## src/soc_pkg.sv

```systemverilog
package soc_pkg;

	// --------------------------------------------------
	// cpu bus widths
	// --------------------------------------------------
	localparam int DATA_W = 64;	// one bus word
	localparam int ADR_W  = 32;
	localparam int SEL_W  = DATA_W / 8;	// byte selects
	localparam int LANE_W = 32;	// narrow peripheral word

	// --------------------------------------------------
	// address map
	// --------------------------------------------------
	// scratchpad lives where adr[31:22] matches
	localparam logic [9:0] SCR_REGION = 10'b1111111101;
	localparam int SCR_DEPTH = 256;	// 64-bit words
	localparam int SCR_AW    = $clog2(SCR_DEPTH);

	// i/o space is FFDxxxxx, pages are adr[19:8]
	localparam logic [11:0] IO_REGION = 12'hFFD;
	localparam logic [11:0] GPIO_PAGE = 12'hC06;	// leds, switches, buttons
	localparam logic [11:0] RNG_PAGE  = 12'hC0C;

	// gpio register offsets, adr[7:2]
	localparam logic [5:0] GPIO_LED_OFS = 6'd0;
	localparam logic [5:0] GPIO_IN_OFS  = 6'd1;

	// --------------------------------------------------
	// random generator
	// --------------------------------------------------
	localparam logic [LANE_W-1:0] RNG_TAPS       = 32'hB4BCD35C;	// galois mask
	localparam logic [LANE_W-1:0] RNG_RESET_SEED = 32'h0000_0001;

	// one bus word seen as two 32-bit lanes or as eight bytes
	// lane and byte 0 sit at the low end, same as the address order
	typedef union packed {
		logic [1:0][LANE_W-1:0] lane32;
		logic [SEL_W-1:0][7:0]  byte8;
	} bus_word_u;

endpackage
```

## src/bus_fabric.sv

```systemverilog
`timescale 1ns/1ps

module bus_fabric
	import soc_pkg::*;
(
	input  logic              cpu_clk,
	input  logic              rst_n_i,
	input  logic              cyc_i,
	input  logic              stb_i,
	input  logic [ADR_W-1:0]  adr_i,
	output logic              ack_o,
	output logic [DATA_W-1:0] dat_o,
	output logic              scr_cs_o,
	output logic              io_cs_o,
	input  logic              scr_ack_i,
	input  logic              io_ack_i,
	input  logic [DATA_W-1:0] scr_dat_i,
	input  logic [DATA_W-1:0] io_dat_i
);

	logic ack_any;	// target acks, live strobe only
	logic ack_seen;	// ack_any one cycle back

	// --------------------------------------------------
	// region decode
	// --------------------------------------------------
	assign scr_cs_o = adr_i[31:22] == SCR_REGION;
	// page within the region is left to the bridge
	assign io_cs_o  = adr_i[31:20] == IO_REGION;

	// --------------------------------------------------
	// ack filter
	// --------------------------------------------------
	// a stale target ack must not leak into the next access
	assign ack_any = (scr_ack_i | io_ack_i) & cyc_i & stb_i;

	always_ff @(posedge cpu_clk) begin
		if (!rst_n_i) begin
			ack_seen <= 1'b0;
			ack_o    <= 1'b0;
		end else begin
			ack_seen <= ack_any;
			ack_o    <= ack_seen & ack_any;	// two samples in a row
		end
	end

	// read word, scratchpad wins
	always_ff @(posedge cpu_clk) begin
		if (scr_cs_o)
			dat_o <= scr_dat_i;
		else if (io_cs_o)
			dat_o <= io_dat_i;
	end

	a_one_region: assert property (@(posedge cpu_clk) !(scr_cs_o && io_cs_o));

	// no ack once the master has left the bus
	a_no_idle_ack: assert property (@(posedge cpu_clk) disable iff (!rst_n_i)
		!cyc_i ##1 !cyc_i |=> !ack_o);

endmodule

```

## config.mk

```make
export PLATFORM = sky130hd
export DESIGN_NAME = bus_fabric
export DESIGN_NICKNAME = d
export VERILOG_FILES = /design/src/soc_pkg.sv /design/src/bus_fabric.sv
export SDC_FILE = /design/constraint.sdc
export NUM_CORES = 1
export LEC_CHECK = 0
export BUFFER_PORTS_ARGS = -buffer_cell sky130_fd_sc_hd__buf_2
export CELL_PAD_IN_SITES_DETAIL_PLACEMENT = 1
export CELL_PAD_IN_SITES_GLOBAL_PLACEMENT = 1
export CORE_MARGIN = 4
export CORE_UTILIZATION = 29
export CTS_CLUSTER_DIAMETER = 120
export CTS_CLUSTER_SIZE = 30
export DETAILED_ROUTE_END_ITERATION = 7
export HOLD_SLACK_MARGIN = 0.05
export PLACE_DENSITY = 0.8
export SLEW_MARGIN = 10
export SYNTH_ARGS = -nofsm -noshare
export SYNTH_HDL_FRONTEND = slang
export SYNTH_SLANG_ARGS = --single-unit
export TNS_END_PERCENT = 100
```

## constraint.sdc

```tcl
create_clock -name cpu_clk -period 19.49 [get_ports cpu_clk]
set_input_delay 4.8725 -clock cpu_clk [delete_from_list [all_inputs] [get_ports cpu_clk]]
set_output_delay 4.8725 -clock cpu_clk [all_outputs]
set_load 0.1 [all_outputs]
```

Word level (Yosys, flattened, before mapping)
Index checks and enable logic that the tools add are counted.

operators by class
  multiplexer cells = 2
  reductions and logical operators = 1
  bitwise operators = 4
  eq/ne operators = 2

operators by type and width
  kind                                          count
  64-bit 2-to-1 mux                             2
  12-bit equality test (second input constant)  1
  10-bit equality test (second input constant)  1
  1-bit bitwise AND                             3
  2-bit nonzero test                            1
  1-bit bitwise OR                              1

storage, ports and cells
  flip-flop bits (word level) = 66
  input bits = 166
  output and inout bits = 67
  word-level logic and storage cells = 12

Longest topological paths before layout
  depth after elaboration = 4
  mapped depth = 5
  depth with buffers taken out = 3

Worst setup path before layout
OpenSTA, ideal clock, no wires.

  kind = input port to flip-flop
  from = input port adr_i[22]
  to = register dat_o[0], enable pin
  arrival = 15.084 ns
  path buffers = 0
  path slack = 3.578 ns
  library setup time = 0.828 ns
  stages = 2
  data required time = 18.662 ns
  path through = nand4_1 > a2111oi_0

between the ends
  cells in the longest elaborated chain, start to end = 2
  elaborated cells on any way between the ends = 3

RTL lines
  what                                                          line                                source
  start: declaration                                            bus_fabric.sv:10                    input logic [ADR_W-1:0] adr_i,
  12-bit equality test or 10-bit equality test (tied branches)  bus_fabric.sv:29, bus_fabric.sv:27
  2-bit nonzero test (no source line) (*)                       -
  end signal: assignment                                        bus_fabric.sv:50                    dat_o <= scr_dat_i;
  end signal: assignment                                        bus_fabric.sv:52                    dat_o <= io_dat_i;
  end: declaration                                              bus_fabric.sv:12                    output logic [DATA_W-1:0] dat_o,

Mark *: on every way between the ends. The rest lies on a longest branch, timed or not.
A chain may end at the register's enable or synchronous reset.

Worst setup path in the final report
  from = input port adr_i[29]
  to = output port scr_cs_o

between the ends
  cells in the longest elaborated chain, start to end = 1

RTL lines
  what                  line              source
  10-bit equality test  bus_fabric.sv:27  assign scr_cs_o = adr_i[31:22] == SCR_REGION;
  end: declaration      bus_fabric.sv:13  output logic scr_cs_o,

No other way between the ends.

==> summary.txt <==
Status
  • Status: complete, no violations

Setup path
  • CP Launch Point: adr_i[29]
  • Worst Path Max Fanout: 65
  • Worst r2r src: ack_seen
  • Startpoint types: input port
  • Setup crit end kind: primary output
  • Critical Path RT: between 10 and 15 ns
  • Arr. time, crit path: between 6 and 7 ns
  • Crit path kind: input port to primary output

Floorplan
  • Effective utilization at floorplan: 30.3%
  • Row cnt: 35
  • Die width: approximately 110 um
  • Core ar.: 9420 sq um
  • Area of the die: 11500 sq um
  • Ports: ~230
  • Die height: approximately 110 um

Timing
  • Time the worst path needs with I/O delays and setup: 11.58 ns
  • # setup viols final: 0
  • Crit share post-route: 59.4%
  • Slew of the pin with the lowest slew margin: about 0.82 ns
  • Slew Viols, Final: 0
  • Unrepaired setup endpoints after global routing: no
  • Max Clock Freq: roughly 0.086 GHz
  • Slew margin rel.: 45.6%
  • Final Hold Vio Count: 0
  • Final setup TNS: 0 ns
  • Layout Skew: 0.000119 ns

Power
  • Psw: 0.0000588 W
  • Cell area power density: between 70 and 80 nW/um^2
  • Total power: 0.000301 W
  • Combinational cell fraction of total power: 7.4%
  • Leakage: around 1.8 nW
  • Switching share of power: 19.5%
  • Maximum vdd ir drop: about 0.000028 V
  • Int Pwr: about 0.00024 W
  • Sequential power share: 51.7%
  • Fraction of power consumed by the clock network: between 40% and 50%

Synth
  • Average cell area after synthesis: 19.4 sq um
  • Asr flop ratio synth: 0%
  • Post-synth EDFFs: 64
  • Area share of the largest cell type after synthesis: 67.5%
  • Syn Inst Count: 147
  • Synth Net Count: 313
  • #FFs+latches synth: 66
  • Synth top cells by count: 64 x edfxtp_1, 49 x mux2_1, 15 x mux2_2
  • Ys flop type: edfxtp_1
  • Post-Syn Area: 2850 sq um
  • Dominant cell type by area after synthesis: edfxtp_1
  • Synth unique cells: 16
  • Register area share after synthesis: 68.9%
  • Top-count cell post-synth: edfxtp_1
  • Yosys Warn Count: 0
  • Top post-synthesis cells by area: edfxtp_1 67%, mux2_1 19%, mux2_2 5.9%

Layout
  • Post-route design area: between 4000 and 5000 sq um
  • # nets final: 531
  • Area delta synth->final: 48.2%
  • Fill cells: around 1100
  • Layout cells sized above 1: 65.9%
  • Ant. Diodes: 0

CTS
  • Number of CTS-inserted buffers: 9
  • Sink Count: 66
  • CTS HTree Levels: 3
  • Reg clk slew, reported paths: approximately 0.070 ns
  • Post-CTS Hold Fix Bufs: 0
  • CTS tree: yes
  • Clock latency on the worst-skew pair: 0.33 ns
  • Root Driver: clkbuf_8
  • Max Root-Sink Buffers: 2
  • Resized cells post-CTS: 0
  • Postcts setup bufs: 0

Drt
  • Residual DRC: 0
  • Initial DRC count: 54
  • Routed wire length: around 8.0 mm
  • Wire per inst: approximately 16 um
  • Detailed-route via count: about 2200
  • Number of vias per cell: approximately 4.3
  • Routed Antenna Nets: 0
  • DRT Pass-1 Iters: 3

GRT
  • First-pass GRT wire length: 12.0 mm
  • Largest net degree at the start of global routing: 66
  • Antenna violations before repair: 0
  • Total track usage: 13.6%
  • Vias in the first global route: 2346
  • GR Overflow Total: 0

Placement
  • Final HPWL DP: 6.35 mm
  • RePlAce Congestion: 0.765
  • # port buffers: ~210
  • Dpl cell area: 4010 sq um

Run
  • MaxCap Viol Count: 0

Worst hold path
  • Hold Path Origin: ack_seen
  • Worst hold path type: flop to flop
## stage by stage
step                      std cells  hold WS, ns  setup WS [ns]  util [%]
after CTS                       499        0.438           7.85      44.8
after floorplan                 147        0.406           3.58         -
final                           499        0.434           7.91      44.8
after global routing            499        0.491           7.76      44.8
after detailed placement        483        0.418           7.85      42.6
after global placement          483        0.418           7.90      42.6
## power by group through the flow
stage	clock (W)	sequential, W	combinational (W)
floorplan	0	0.000160	0.00000541
global placement	0	0.000159	0.0000215
detailed placement	0	0.000159	0.0000226
CTS	0.000128	0.000156	0.0000227
global route	0.000136	0.000156	0.0000249
finish	0.000123	0.000156	0.0000222
## area by class of cell
type | instances | area, sq um | share of cell area [%]
Clock inverter | 4 | 76.3 | 1.81
Sequential cell | 66 | 1960 | 46.5
Timing Repair Buffer | 214 | 1080 | 25.5
Multi-Input combinational cell | 73 | 807 | 19.1
Tap cell | 129 | 161 | 3.82
Inverter | 1 | 3.75 | 0.0889
Clock buffer | 12 | 135 | 3.20
## sequential cells by signal, indices dropped and copies added, names as in the netlist
name      cells
dat_o        64
ack_o         1
ack_seen      1
## worst max-delay path, stage by stage
cell and delay (ns):
buf_2 0.08, nand4_1 0.23, nor4_4 0.27, buf_4 0.68
buf_2 0.56
## metal layers
metal | up-vias | share of wire [%] | track usage, %
met2 | 138 | 52 | 24.8
met5 | - | 0 | 0
met3 | 7 | 14 | 6.68
met4 | 0 | 0.93 | 4.11
met1 | 1007 | 33 | 13.5
li1 | 1017 | - | -
## cell usage in the layout, fill, tap and decap left out
cell type   count
and2_1          1
clkbuf_1        3
mux2_1         49
clkbuf_8        9
clkinv_4        1
a2111oi_2       1
nor4_4          1
edfxtp_1       64
nand2b_1        1
bufinv_16       2
nand3b_1        1
mux2_2         15
nor4_1          1
inv_1           1
o2111a_1        1
buf_4           2
nand4_1         2
clkinvlp_4      1
buf_2         212
dfxtp_1         2
## path summary, 6_finish.rpt
path / endpoint / cells past startpoint / slack [ns]
worst min-delay path: ack_o / 1 / 0.43
worst max register to register: ack_o / 1 / 18.97
worst min register to register: ack_o / 1 / 0.43
worst max-delay path: scr_cs_o / 5 / 7.91
## cells by family (layout without fill, tap and decap cells)
| group | Yosys count | after routing | share of synthesized area (%) |
|---|---|---|---|
| flops | 66 | 66 | 68.9 |
| mux | 64 | 64 | 25.3 |
| buf+inv | 8 | 231 | 3.34 |
| simple gates | 7 | 7 | 1.80 |
| compound gates | 2 | 2 | 0.703 |
Note: power is estimated with default switching activity, not from simulation.
