--- src/soc_pkg.sv ---
package soc_pkg;

	// --------------------------------------------------
	// cpu bus widths
	// --------------------------------------------------
	localparam int DATA_W = 64;	// one bus word
	localparam int ADR_W  = 32;
	localparam int SEL_W  = DATA_W / 8;	// byte selects
	localparam int LANE_W = 32;	// narrow peripheral word

	// --------------------------------------------------
	// address map
	// --------------------------------------------------
	// scratchpad lives where adr[31:22] matches
	localparam logic [9:0] SCR_REGION = 10'b1111111101;
	localparam int SCR_DEPTH = 256;	// 64-bit words
	localparam int SCR_AW    = $clog2(SCR_DEPTH);

	// i/o space is FFDxxxxx, pages are adr[19:8]
	localparam logic [11:0] IO_REGION = 12'hFFD;
	localparam logic [11:0] GPIO_PAGE = 12'hC06;	// leds, switches, buttons
	localparam logic [11:0] RNG_PAGE  = 12'hC0C;

	// gpio register offsets, adr[7:2]
	localparam logic [5:0] GPIO_LED_OFS = 6'd0;
	localparam logic [5:0] GPIO_IN_OFS  = 6'd1;

	// --------------------------------------------------
	// random generator
	// --------------------------------------------------
	localparam logic [LANE_W-1:0] RNG_TAPS       = 32'hB4BCD35C;	// galois mask
	localparam logic [LANE_W-1:0] RNG_RESET_SEED = 32'h0000_0001;

	// one bus word seen as two 32-bit lanes or as eight bytes
	// lane and byte 0 sit at the low end, same as the address order
	typedef union packed {
		logic [1:0][LANE_W-1:0] lane32;
		logic [SEL_W-1:0][7:0]  byte8;
	} bus_word_u;

endpackage
--- src/io_bridge.sv ---
`timescale 1ns/1ps

module io_bridge
	import soc_pkg::*;
(
	input  logic              cpu_clk,
	input  logic              rst_n_i,
	input  logic              cs_i,
	input  logic              cyc_i,
	input  logic              stb_i,
	input  logic              we_i,
	input  logic [SEL_W-1:0]  sel_i,
	input  logic [ADR_W-1:0]  adr_i,
	input  logic [DATA_W-1:0] dat_i,
	output logic              ack_o,
	output logic [DATA_W-1:0] dat_o,
	input  logic [7:0]        sw_i,
	input  logic [4:0]        btn_i,
	output logic [7:0]        led_o
);

	// registered request, peripheral side
	logic              per_stb;
	logic              per_we;
	logic [SEL_W-1:0]  per_sel;
	logic [19:0]       per_adr;	// region bits already checked upstream
	bus_word_u         per_word;

	logic              gpio_cs;
	logic              rng_cs;
	logic [5:0]        per_ofs;
	logic [LANE_W-1:0] per_dat;
	logic [7:0]        per_dat8;
	logic              per_bsel;

	logic              gpio_ack;
	logic              rng_ack;
	logic [LANE_W-1:0] gpio_dat;
	logic [LANE_W-1:0] rng_dat;
	logic              per_ack;
	logic              per_ack_q;
	logic              per_ack_f;

	// --------------------------------------------------
	// request stage
	// --------------------------------------------------
	always_ff @(posedge cpu_clk) begin
		per_we   <= we_i;
		per_sel  <= sel_i;
		per_adr  <= adr_i[19:0];
		per_word <= dat_i;
	end

	assign gpio_cs  = per_stb && per_adr[19:8] == GPIO_PAGE;
	assign rng_cs   = per_stb && per_adr[19:8] == RNG_PAGE;
	assign per_ofs  = per_adr[7:2];
	assign per_dat  = per_word.lane32[per_adr[2]];	// 32-bit lane by adr[2]
	assign per_dat8 = per_word.byte8[per_adr[2:0]];
	assign per_bsel = per_sel[per_adr[2:0]];

	// --------------------------------------------------
	// ack filter and return path
	// --------------------------------------------------
	assign per_ack = (gpio_ack | rng_ack) & per_stb;

	always_ff @(posedge cpu_clk) begin
		if (!rst_n_i) begin
			per_stb   <= 1'b0;
			per_ack_q <= 1'b0;
			per_ack_f <= 1'b0;
			ack_o     <= 1'b0;
		end else begin
			per_stb   <= cs_i & cyc_i & stb_i;
			per_ack_q <= per_ack;
			per_ack_f <= per_ack_q & per_ack;
			// per_stb keeps a filter left over from the last access quiet
			ack_o     <= per_ack_f & per_stb & cs_i & cyc_i & stb_i;
		end
	end

	always_ff @(posedge cpu_clk) begin
		if (gpio_cs)
			dat_o <= {2{gpio_dat}};	// same word in both lanes
		else if (rng_cs)
			dat_o <= {2{rng_dat}};
	end

	gpio_regs u_gpio (
		.cpu_clk    (cpu_clk),
		.rst_n_i    (rst_n_i),
		.cs_i       (gpio_cs),
		.stb_i      (per_stb),
		.we_i       (per_we),
		.ofs_i      (per_ofs),
		.byte_sel_i (per_bsel),
		.dat8_i     (per_dat8),
		.sw_i       (sw_i),
		.btn_i      (btn_i),
		.ack_o      (gpio_ack),
		.dat_o      (gpio_dat),
		.led_o      (led_o)
	);

	rng_gen u_rng (
		.cpu_clk (cpu_clk),
		.rst_n_i (rst_n_i),
		.cs_i    (rng_cs),
		.stb_i   (per_stb),
		.we_i    (per_we),
		.dat_i   (per_dat),
		.ack_o   (rng_ack),
		.dat_o   (rng_dat)
	);

	a_one_per_ack: assert property (@(posedge cpu_clk) disable iff (!rst_n_i)
		!(gpio_ack && rng_ack));

endmodule

--- src/rng_gen.sv ---
`timescale 1ns/1ps

module rng_gen
	import soc_pkg::*;
(
	input  logic              cpu_clk,
	input  logic              rst_n_i,
	input  logic              cs_i,
	input  logic              stb_i,
	input  logic              we_i,
	input  logic [LANE_W-1:0] dat_i,
	output logic              ack_o,
	output logic [LANE_W-1:0] dat_o
);

	logic [LANE_W-1:0] state;
	logic [LANE_W-1:0] state_nxt;
	logic              rd_pend;	// strobe in progress is a read

	// shift right, fold the taps in when a one drops out
	assign state_nxt = state[0] ? (state >> 1) ^ RNG_TAPS : state >> 1;
	assign dat_o = state;

	always_ff @(posedge cpu_clk) begin
		if (!rst_n_i) begin
			state   <= RNG_RESET_SEED;
			rd_pend <= 1'b0;
			ack_o   <= 1'b0;
		end else begin
			ack_o <= cs_i & stb_i;
			if (cs_i && stb_i) begin
				rd_pend <= !we_i;
				if (we_i)
					state <= (dat_i == '0) ? RNG_RESET_SEED : dat_i;	// zero would lock up
			end else if (ack_o && rd_pend) begin
				state   <= state_nxt;	// one step per finished read
				rd_pend <= 1'b0;
			end
		end
	end

	a_state_live: assert property (@(posedge cpu_clk) disable iff (!rst_n_i)
		state != '0);

endmodule

--- src/gpio_regs.sv ---
`timescale 1ns/1ps

module gpio_regs
	import soc_pkg::*;
(
	input  logic              cpu_clk,
	input  logic              rst_n_i,
	input  logic              cs_i,
	input  logic              stb_i,
	input  logic              we_i,
	input  logic [5:0]        ofs_i,
	input  logic              byte_sel_i,
	input  logic [7:0]        dat8_i,
	input  logic [7:0]        sw_i,
	input  logic [4:0]        btn_i,	// c u d l r, msb first
	output logic              ack_o,
	output logic [LANE_W-1:0] dat_o,
	output logic [7:0]        led_o
);

	logic [LANE_W-1:0] in_port;

	// buttons at 20..16, switches at 7..0
	assign in_port = {11'h000, btn_i, 8'h00, sw_i};

	always_ff @(posedge cpu_clk) begin
		if (!rst_n_i) begin
			ack_o <= 1'b0;
			led_o <= 8'h00;
		end else begin
			ack_o <= cs_i & stb_i;
			if (cs_i && stb_i && we_i && byte_sel_i && ofs_i == GPIO_LED_OFS)
				led_o <= dat8_i;
		end
	end

	always_comb begin
		case (ofs_i)
			GPIO_LED_OFS: dat_o = {24'h000000, led_o};
			GPIO_IN_OFS:  dat_o = in_port;
			default:      dat_o = '0;	// unused offsets read zero
		endcase
	end

endmodule

--- config.mk ---
export PLATFORM = sky130hd
export DESIGN_NAME = io_bridge
export DESIGN_NICKNAME = d
export VERILOG_FILES = /design/src/soc_pkg.sv /design/src/io_bridge.sv /design/src/rng_gen.sv /design/src/gpio_regs.sv
export SDC_FILE = /design/constraint.sdc
export NUM_CORES = 1
export LEC_CHECK = 0
export BUFFER_PORTS_ARGS = -buffer_cell sky130_fd_sc_hd__buf_4
export CORE_AREA = 3 3 116 118
export CTS_BUF_LIST = sky130_fd_sc_hd__clkbuf_16
export DETAILED_ROUTE_END_ITERATION = 8
export DIE_AREA = 0 0 119 121
export GPL_TIMING_DRIVEN = 0
export PLACE_DENSITY = 0.78
export SLEW_MARGIN = 20
export SYNTH_ARGS = -nofsm -noshare
export SYNTH_HDL_FRONTEND = slang
export SYNTH_SLANG_ARGS = --single-unit
--- constraint.sdc ---
create_clock -name cpu_clk -period 3.31 [get_ports cpu_clk]
set_input_delay 0.662 -clock cpu_clk [delete_from_list [all_inputs] [get_ports cpu_clk]]
set_output_delay 0.662 -clock cpu_clk [all_outputs]
set_load 0.1 [all_outputs]
Word-level counts from Yosys, hierarchy flattened --
Cells that the tools add are included.
Storage, ports and cells: flip-flop bits (word level) 204, output and inout bits 73, word-level logic and storage cells 62, input bits 123
Cells by class: multiplexer cells 16, reductions and logical operators 14, equal/unequal tests 4, bitwise logic cells 12, $lt $le $gt $ge 2
Operators with widths (number):
- $mux 32 | 7
- $mux 64 | 2
- $pmux 21 s2 | 1
- $logic_not 32->1 | 1
- $bmux 8 s3 | 1
- $eq 12x12->1 const B | 2
- $not 17->18 | 1
- $and 1x1->1 | 10
- $logic_and 1x1->1 | 8
- $mux 8 | 1
- $eq 6x1->1 const B | 1
- $logic_not 6->1 | 1
- $lt 3x4->1 const B | 1
- $reduce_bool 2->1 | 2
- $bmux 1 s3 | 1
- $mux 1 | 3
- $lt 1x2->1 const B | 1
- $ne 2x2->1 const B | 1
- $reduce_and 2->1 | 1
- $logic_not 1->1 | 1
- $or 1x1->1 | 1

Depth between registers and ports, before layout --
Gate-level depths: netlist of the first run.
word-level depth 6, mapped depth 7, gate-level depth less buffers 5

Hierarchy --
A second synthesis of the first run with hierarchy kept.
Second synthesis, totals: cell total of the unflattened synthesis 574, area total of the unflattened synthesis 7273.2 sq um
By module, submodules not included:
- io_bridge | seq. area each 2902.8 sq um, instances 1, area each 4765.8 sq um, cells an instance 280
- rng_gen | seq. area each 680.7 sq um, instances 1, area each 1869.3 sq um, cells an instance 219
- gpio_regs | seq. area each 180.2 sq um, instances 1, area each 638.1 sq um, cells an instance 75

Worst setup path after synthesis of the first run --
No wires, ideal clock.
path kind register to register, start point reg per_adr[14], end point reg dat_o[20] (enable), period minus slack after synthesis 2.899 ns, cell stages (with the launch flop) 6, library setup time 0.389 ns, path buffers 2, setup slack 0.411 ns, required time 2.921 ns, arrival 2.510 ns, cell sequence dfxtp_1 > or4_4 > or4_1 > clkbuf_1 > clkbuf_1 > nand2_1
On the way: longest elaborated chain between the ends 3, elaborated cells on any way between the ends 5, those cells by class eq/ne (2); reduce/logical (3)
Ends and longest elaborated chain:
- start, declared | RTL line io_bridge.sv:26 | logic [19:0] per_adr;
- start signal, assigned | RTL line io_bridge.sv:50 | per_adr <= adr_i[19:0];
- $eq 12x12->1, on equally long branches | RTL line io_bridge.sv:54, io_bridge.sv:55
- $logic_and 1x1->1, on equally long branches | RTL line io_bridge.sv:54, io_bridge.sv:55
- $reduce_bool 2->1 (no line) (*)
- end signal, assigned | RTL line io_bridge.sv:83 | dat_o <= {2{gpio_dat}};
- end signal, assigned | RTL line io_bridge.sv:85 | dat_o <= {2{rng_dat}};
- end, declared | RTL line io_bridge.sv:16 | output logic [DATA_W-1:0] dat_o,
Mark *: on every way between the ends. The rest lies on a longest branch, timed or not. A chain may end at the register's enable or synchronous reset.

Final worst setup path of the first run --
start point reg per_adr[14], end point reg dat_o[46] (enable)
Same word-level chain as after synthesis.

==> Implementation_results.wiki, run 1 <==
{| class="wikitable"
! Metric !! Value
|-
| Largest family of logic cells by synthesized area || simple AND/OR/NAND/NOR gates
|-
| Hold/Removal Path Class || primary input to register
|-
| Number of port buffers || 179
|-
| Maximum number of pins on one net before global-route repair || 33
|-
| Netlist area before placement || 6290 sq um
|-
| Comb power frac || 0.050
|-
| Delay-heaviest family, CP || simple AND/OR/NAND/NOR gates
|-
| H-Tree Level Count || 4
|-
| Count of fill cells added during filler insertion || 956
|-
| Remaining antenna violation count after routing || 0
|-
| Die width || 119 microns
|-
| Period Utilization, post-route || 0.924
|-
| Clock tree from TritonCTS || done
|-
| ANT cells || 0
|-
| CTS Sinks || 168
|-
| Worst setup slack after placement || 0.253 ns
|-
| Relative contribution of the clock network to total power || 0.442
|-
| Static leakage power || 3.50 nW
|-
| Number of gates given a new drive strength after cts || 0
|-
| Io pins || 196
|-
| Sequential share of power || 0.508
|-
| Net switching power || 0.000952 W
|-
| 1st-pass router iterations || 5
|-
| Height of the die || 121 microns
|-
| Instance count after placement with tap cells included || 899
|-
| Synthesized instance count || 548
|-
| Worst Clk Skew || 0.00727 ns
|-
| Post-synthesis adder-cell area fraction || 0
|-
| Root cell of the clock tree || sky130_fd_sc_hd__clkbuf_16
|-
| Average size of a mapped cell || 11.5 sq um
|-
| Arrival @ worst endpoint || 3.11 ns
|-
| Critical Path RT || 3.36 ns
|-
| Fraction of the mapped netlist area in compound gates || 0.0877
|-
| Post-layout net count || 869
|-
| Number of hold buffers added after CTS || 0
|-
| Setup repair after global routing missed its margin || false
|-
| GR Overflow Total || 0
|-
| Share of cells above drive strength 1 || 0.358
|-
| Count of buffering cells on the critical path with inverters included || 2
|-
| Run status || finished, final reports clean
|-
| Clock tree buffer depth || 2
|-
| Final cell area excluding filler cells || 8430 sq um
|-
| Total die area || 14,400 sq um
|-
| Gpl congestion || 0.868
|-
| Final Instance Count excl. Fillers || 931
|-
| Drt initial violations || 300
|-
| P per Cell Area || 508 nW/um^2
|-
| Global-route wire length before repair || 25,400 microns
|-
| Cell variety after synth || 42
|-
| Multi-input gate area || 2180 sq um
|-
| Final WL || 16,700 microns
|-
| Yosys Warn Count || 0
|-
| Type of element capturing the critical path || register
|-
| Total count of max-transition violations in the final report || 0
|-
| Switching part of the total || 0.222
|-
| Mux cell area share after synthesis || 0.115
|-
| Area taken by flip-flops and latches || 3680 sq um
|-
| Remaining DRCs || 0
|-
| Maximum vdd ir drop || 0.434 mV
|-
| Routed wire per std cell || 17.9 microns
|-
| Rel. slew slack || 0.461
|-
| Vias per Instance || 5.15
|-
| Post-Place Cell Area || 7850 sq um
|-
| Critical-path top delay cell || sky130_fd_sc_hd__or4_1
|-
| Number of antenna violations at the first check in global routing || 0
|-
| Most common cell on crit path || sky130_fd_sc_hd__clkbuf_1
|-
| Cells along the critical path || or4_4 > or4_1 > clkbuf_1 > clkbuf_1 > nand2_2
|-
| Hold Violations, Final || 0
|-
| Highest attainable clock frequency || 0.327 GHz
|-
| Final setup fails || 0
|-
| Detailed placement HPWL || 13,000 microns
|-
| Overall track demand over capacity in global routing || 0.231
|-
| Final period demand of the worst path || 3.06 ns
|-
| Mapped Nets || 671
|-
| Maximum Capacitance Violations || 0
|-
| Floorplan core area || 12,600 sq um
|-
| Layout overhead on the synthesized area || 34.1%
|-
| Slowest cell delay on critical path || 0.61 ns
|-
| Tightest Pin Transition || 0.809 ns
|-
| Worst Setup Slack, final || 0.253 ns
|-
| WS Path Type || register to register
|-
| Number of buffers added by the clock tree synthesis step || 17
|-
| Sequential area share after synthesis || 0.586
|-
| CTS clock-pin slew for the worst setup and hold paths || 0.07 ns
|-
| Initial Util || 0.500
|-
| Vias post-DR || 4,797
|-
| Area share of and/or/nand/nor cells after synthesis || 0.121
|-
| Cell-internal power || 0.00333 W
|-
| Flip-flop and latch count after synthesis || 168
|-
| Parity-gate share of the synthesized area counting xor and xnor cells || 0.0237
|-
| Crit path launch type || register
|-
| Vias in the first global route || 4,835
|-
| Clock network latency to the later pin of the worst-skew pair || 0.42 ns
|-
| Number of buffers added for setup after CTS || 0
|-
| Number of rows created at floorplan || 41
|-
| Maximum fanout encountered on the critical timing path || 32
|}
[registers in the layout, indices dropped and copies added, names as in the netlist, 4 cells and up]
name and flops:
per_adr 20, per_sel 4, dat_o 32, per_word 64
u_rng.dat_o 32, u_gpio.led_o 8
[per-layer routing]
| layer | wire length [microns] | vias up | track usage |
|---|---|---|---|
| li1 | - | 2308 | - |
| met1 | 7040 | 2260 | 0.292 |
| met2 | 8240 | 210 | 0.399 |
| met3 | 1120 | 19 | 0.0424 |
| met4 | 261 | 0 | 0.0811 |
| met5 | 0 | - | 0 |
[final timing paths]
path                                           start                       to  slack [ns]  depth (start not counted)
worst min-delay path                       adr_i[18]      per_adr[18]$_DFF_P_        0.34                          1
worst max-delay path             per_adr[14]$_DFF_P_  dat_o[46]$_SDFFCE_PP0P_        0.25                          5
worst max register to register   per_adr[14]$_DFF_P_  dat_o[46]$_SDFFCE_PP0P_        0.25                          5
worst min register to register  per_ack_q$_SDFF_PN0_     per_ack_f$_SDFF_PN0_        0.43                          1
[layout make-up]
| cell class | count | area share |
|---|---|---|
| clock buffers | 19 | 0.0564 |
| repair buffers | 179 | 0.159 |
| plain buffers | 64 | 0.0490 |
| multi-input cells | 313 | 0.259 |
| inverters | 3 | 0.00134 |
| flip-flops and latches | 168 | 0.437 |
| clock inverters | 13 | 0.0128 |
| well taps | 172 | 0.0255 |
[power groups by stage]
stage	combinational, W	sequential, W	clock, W
6_report	0.000213	0.00217	0.00189
5_1_grt	0.000225	0.00218	0.00200
4_1_cts	0.000213	0.00217	0.00192
3_5_place_dp	0.000212	0.00222	0
3_3_place_gp	0.000210	0.00222	0
2_1_floorplan	0.0000817	0.00220	0
[placed cells by master (no fill, tap or decap), types with 3 or more instances in the layout]
master,count
sky130_fd_sc_hd__clkinv_4,3
sky130_fd_sc_hd__xor2_1,17
sky130_fd_sc_hd__nand2_1,82
sky130_fd_sc_hd__nor3_1,3
sky130_fd_sc_hd__buf_6,6
sky130_fd_sc_hd__mux2i_1,48
sky130_fd_sc_hd__o31ai_1,8
sky130_fd_sc_hd__dfxtp_1,136
sky130_fd_sc_hd__nor4_1,10
sky130_fd_sc_hd__nor2_1,16
sky130_fd_sc_hd__clkbuf_16,19
sky130_fd_sc_hd__o211ai_1,26
sky130_fd_sc_hd__buf_4,212
sky130_fd_sc_hd__inv_6,5
sky130_fd_sc_hd__clkinvlp_4,3
sky130_fd_sc_hd__o21ai_0,5
sky130_fd_sc_hd__clkbuf_1,20
sky130_fd_sc_hd__a21oi_1,31
sky130_fd_sc_hd__and2_1,21
sky130_fd_sc_hd__buf_2,3
sky130_fd_sc_hd__edfxtp_1,32
sky130_fd_sc_hd__nand3_1,4
sky130_fd_sc_hd__or4_1,4
sky130_fd_sc_hd__o211ai_2,5
sky130_fd_sc_hd__mux4_2,9
[cell families after synthesis]
family | after synthesis
buffers and inverters | 67
DFF | 168
AOI/OAI and AO/OA | 81
xor gates and xnor gates | 17
and+or+nand+nor | 156
muxes | 59
[synthesized netlist by cell type (all sizes together)]
master   count  area, sq um
o22ai        2         12.5
nand4        2         12.5
and2        21          131
xor2        17          149
nor2b        2         12.5
nand2b       1         6.26
nor4        10         62.6
and4         2         17.5
inv          2         7.51
nand4b       1         8.76
mux4         9          203
nand3        4         20.0
clkbuf      20         75.1
nand3b       1         7.51
a31oi        1         6.26
nand2       83          312
o211ai      31          258
o32ai        1         8.76
or4          5         41.3
a21oi       31          155
mux2i       49          503
nor4b        2         23.8
nor2        16         60.1
a32oi        1         16.3
clkinv       1         3.75
buf         44          338
nor3         3         15.0
dfxtp      136         2720
o211a        1         10.0
nand4bb      2         22.5
and3         1         6.26
o21ai        5         25.0
o31ai        8         60.1
edfxtp      32          961
mux2         1         15.0
[stage by stage]
step | power [W] | hold WS (ns) | setup TNS (ns) | utilization
2_1_floorplan | 0.00228 | 0.406 | 0 | -
3_3_place_gp | 0.00243 | 0.416 | -2.32 | 0.624
3_5_place_dp | 0.00243 | 0.429 | 0 | 0.625
4_1_cts | 0.00431 | 0.325 | 0 | 0.671
5_1_grt | 0.00440 | 0.325 | 0 | 0.671
6_report | 0.00428 | 0.337 | 0 | 0.671
No activity file was read; power rests on OpenSTA's default activity.
==> run 2, diff against run 1 <==
--- a/config.mk
+++ b/config.mk
@@ -10,6 +10,7 @@
 export CTS_BUF_LIST = sky130_fd_sc_hd__clkbuf_16
 export DETAILED_ROUTE_END_ITERATION = 8
 export DIE_AREA = 0 0 119 121
+export GPL_ROUTABILITY_DRIVEN = 1
 export GPL_TIMING_DRIVEN = 0
 export PLACE_DENSITY = 0.78
 export SLEW_MARGIN = 20
==> constraint.sdc (replaced) <==
create_clock -name cpu_clk -period 3.31 [get_ports cpu_clk]
set_input_delay 0.331 -clock cpu_clk [delete_from_list [all_inputs] [get_ports cpu_clk]]
set_output_delay 0.331 -clock cpu_clk [all_outputs]
set_load 0.1 [all_outputs]
==> Implementation_results.wiki, run 2 (same netlist as run 1, synthesis figures left out) <==
{| class="wikitable"
! Metric !! Value
|-
| P per Cell Area || 486 nW/um^2
|-
| Number of hold buffers added after CTS || 41
|-
| Hold Violations, Final || 0
|-
| Height of the die || 121 microns
|-
| Remaining DRCs || 0
|-
| Vias post-DR || 5,026
|-
| Number of buffers added by the clock tree synthesis step || 17
|-
| Total die area || 14,400 sq um
|-
| Slowest cell delay on critical path || 0.61 ns
|-
| CTS clock-pin slew for the worst setup and hold paths || 0.07 ns
|-
| Post-layout net count || 920
|-
| Gpl congestion || 0.868
|-
| Worst hold margin || 0.00927 ns
|-
| Worst Clk Skew || 0.00810 ns
|-
| Post-layout power || 0.00435 W
|-
| Number of port buffers || 179
|-
| Top register by number of flip-flops || per_word
|-
| Setup repair after global routing missed its margin || false
|-
| Count of fill cells added during filler insertion || 863
|-
| Critical register-to-register path startpoint || per_adr[14]$_DFF_P_
|-
| Tightest Pin Transition || 0.786 ns
|-
| Sequential share of power || 0.500
|-
| Terminating pin of the worst hold path || per_we$_DFF_P_
|-
| Hold Path Depth || 1
|-
| Delay-heaviest family, CP || simple AND/OR/NAND/NOR gates
|-
| Vias per Instance || 5.12
|-
| Share of cells above drive strength 1 || 0.336
|-
| Highest-utilization routing layer at the global route stage || met2
|-
| Routed wire per std cell || 18.3 microns
|-
| Maximum vdd ir drop || 0.408 mV
|-
| Overall track demand over capacity in global routing || 0.246
|-
| Final period demand of the worst path || 3.06 ns
|-
| Detailed placement HPWL || 13,000 microns
|-
| Drt initial violations || 324
|-
| Critical-path top delay cell || sky130_fd_sc_hd__or4_1
|-
| Number of gates given a new drive strength after cts || 0
|-
| Rel. slew slack || 0.475
|-
| Die width || 119 microns
|-
| FF-to-FF setup slack || 0.25 ns
|-
| Most common cell after layout, fill and taps aside || sky130_fd_sc_hd__buf_4
|-
| Maximum Capacitance Violations || 0
|-
| Number of antenna violations at the first check in global routing || 0
|-
| Layout overhead on the synthesized area || 42.2%
|-
| Global routing usage on met3 || 0.0485
|-
| Met2 routing resource usage after global routing || 0.437
|-
| Clock network latency to the later pin of the worst-skew pair || 0.42 ns
|-
| Final WL || 18,000 microns
|-
| 1st-pass router iterations || 6
|-
| WS Path Type || register to register
|-
| CTS Sinks || 168
|-
| GR Overflow Total || 0
|-
| Met1 Use GR || 0.300
|-
| Endpoint of the most critical register-to-register path || dat_o[46]$_SDFFCE_PP0P_
|-
| Highest attainable clock frequency || 0.327 GHz
|-
| Cells along the critical path || or4_4 > or4_1 > clkbuf_1 > clkbuf_1 > nand2_2
|-
| Cell-internal power || 0.00337 W
|-
| ANT cells || 0
|-
| Final cell utilization of the core || 0.712
|-
| Type of element capturing the critical path || register
|-
| Run status || finished, final reports clean
|-
| Period Utilization, post-route || 0.925
|-
| H-Tree Level Count || 4
|-
| Total count of max-transition violations in the final report || 0
|-
| Io pins || 196
|-
| Flip-flop count of the largest register after layout || 64
|-
| Clock tree buffer depth || 2
|-
| Crit path launch type || register
|-
| Number of rows created at floorplan || 41
|-
| Worst setup slack after placement || 0.253 ns
|-
| Largest registers || per_word: 64 flops, dat_o: 32 flops, u_rng.dat_o: 32 flops
|-
| Worst Setup Slack, final || 0.248 ns
|-
| Final setup fails || 0
|-
| Root cell of the clock tree || sky130_fd_sc_hd__clkbuf_16
|-
| Clock tree from TritonCTS || done
|-
| Maximum number of pins on one net before global-route repair || 33
|-
| Most frequent cells in the layout || sky130_fd_sc_hd__buf_4, sky130_fd_sc_hd__dfxtp_1, sky130_fd_sc_hd__nand2_1, sky130_fd_sc_hd__dlygate4sd3_1, sky130_fd_sc_hd__mux2i_1
|-
| Source of the worst hold timing path || we_i
|-
| Switching part of the total || 0.225
|-
| Most common cell on crit path || sky130_fd_sc_hd__clkbuf_1
|-
| Hold/Removal Path Class || primary input to register
|-
| R2r worst-path depth || 5
|-
| Net switching power || 0.000979 W
|-
| Remaining antenna violation count after routing || 0
|-
| Initial Util || 0.500
|-
| Vias in the first global route || 5,198
|-
| Relative contribution of the clock network to total power || 0.439
|-
| Number of buffers added for setup after CTS || 0
|-
| Count of buffering cells on the critical path with inverters included || 2
|-
| Global-route wire length before repair || 27,100 microns
|-
| Comb power frac || 0.061
|-
| Arrival @ worst endpoint || 3.11 ns
|-
| Static leakage power || 3.71 nW
|-
| Floorplan core area || 12,600 sq um
|-
| Maximum fanout encountered on the critical timing path || 32
|-
| Critical Path RT || 3.36 ns
|}
==> run 2: worst max path at each step <==
stage	depth (start not counted)	to	slack (ns)	from
floorplan	5	dat_o[20]$_DFFE_PP_	0.41	per_adr[14]$_DFF_P_
global placement	5	dat_o[50]$_DFFE_PP_	-0.08	per_adr[14]$_DFF_P_
detailed placement	5	dat_o[50]$_DFFE_PP_	0.25	per_adr[14]$_DFF_P_
CTS	5	dat_o[46]$_SDFFCE_PP0P_	0.24	per_adr[14]$_DFF_P_
global route	5	dat_o[46]$_SDFFCE_PP0P_	0.09	per_adr[14]$_DFF_P_
finish	5	dat_o[46]$_SDFFCE_PP0P_	0.25	per_adr[14]$_DFF_P_
==> run 2: routing by layer <==
layer / vias up / wire (microns)
met1: 2379 / 7340
met3: 22 / 1180
li1: 2411 / -
met4: 0 / 276
met5: - / 0
met2: 214 / 9160
==> run 2: metrics by stage <==
stage / instances / setup TNS [ns] / cell area [sq um]
2_1_floorplan: 548 / 0 / 6290
3_3_place_gp: 899 / -2.32 / 7850
3_5_place_dp: 899 / 0 / 7850
4_1_cts: 972 / 0 / 8840
5_1_grt: 982 / 0 / 8940
6_report: 982 / 0 / 8940
==> run 2: power by group through the flow <==
stage	combinational [W]	clock [W]	sequential, W
after floorplan	0.0000817	0	0.00220
after global placement	0.000210	0	0.00222
after detailed placement	0.000212	0	0.00222
after CTS	0.000251	0.00192	0.00217
after global routing	0.000281	0.00200	0.00218
final	0.000267	0.00191	0.00217
==> run 2: layout make-up <==
class                           count  area, sq um  share of cell area
Inverter                            3         11.3             0.00126
Multi-Input combinational cell    313         2180               0.244
Buffer                             64          413              0.0462
Sequential cell                   168         3680               0.412
Tap cell                          172          215              0.0241
Clock buffer                       19          475              0.0532
Timing Repair Buffer              230         1850               0.207
Clock inverter                     13          108              0.0120
==> run 2: worst reg2reg max path: stages (launching register included) <==
cell,delay [ns]
sky130_fd_sc_hd__dfxtp_1,0.30
sky130_fd_sc_hd__or4_4,0.57
sky130_fd_sc_hd__or4_1,0.61
sky130_fd_sc_hd__clkbuf_1,0.31
sky130_fd_sc_hd__clkbuf_1,0.30
sky130_fd_sc_hd__nand2_2,0.59
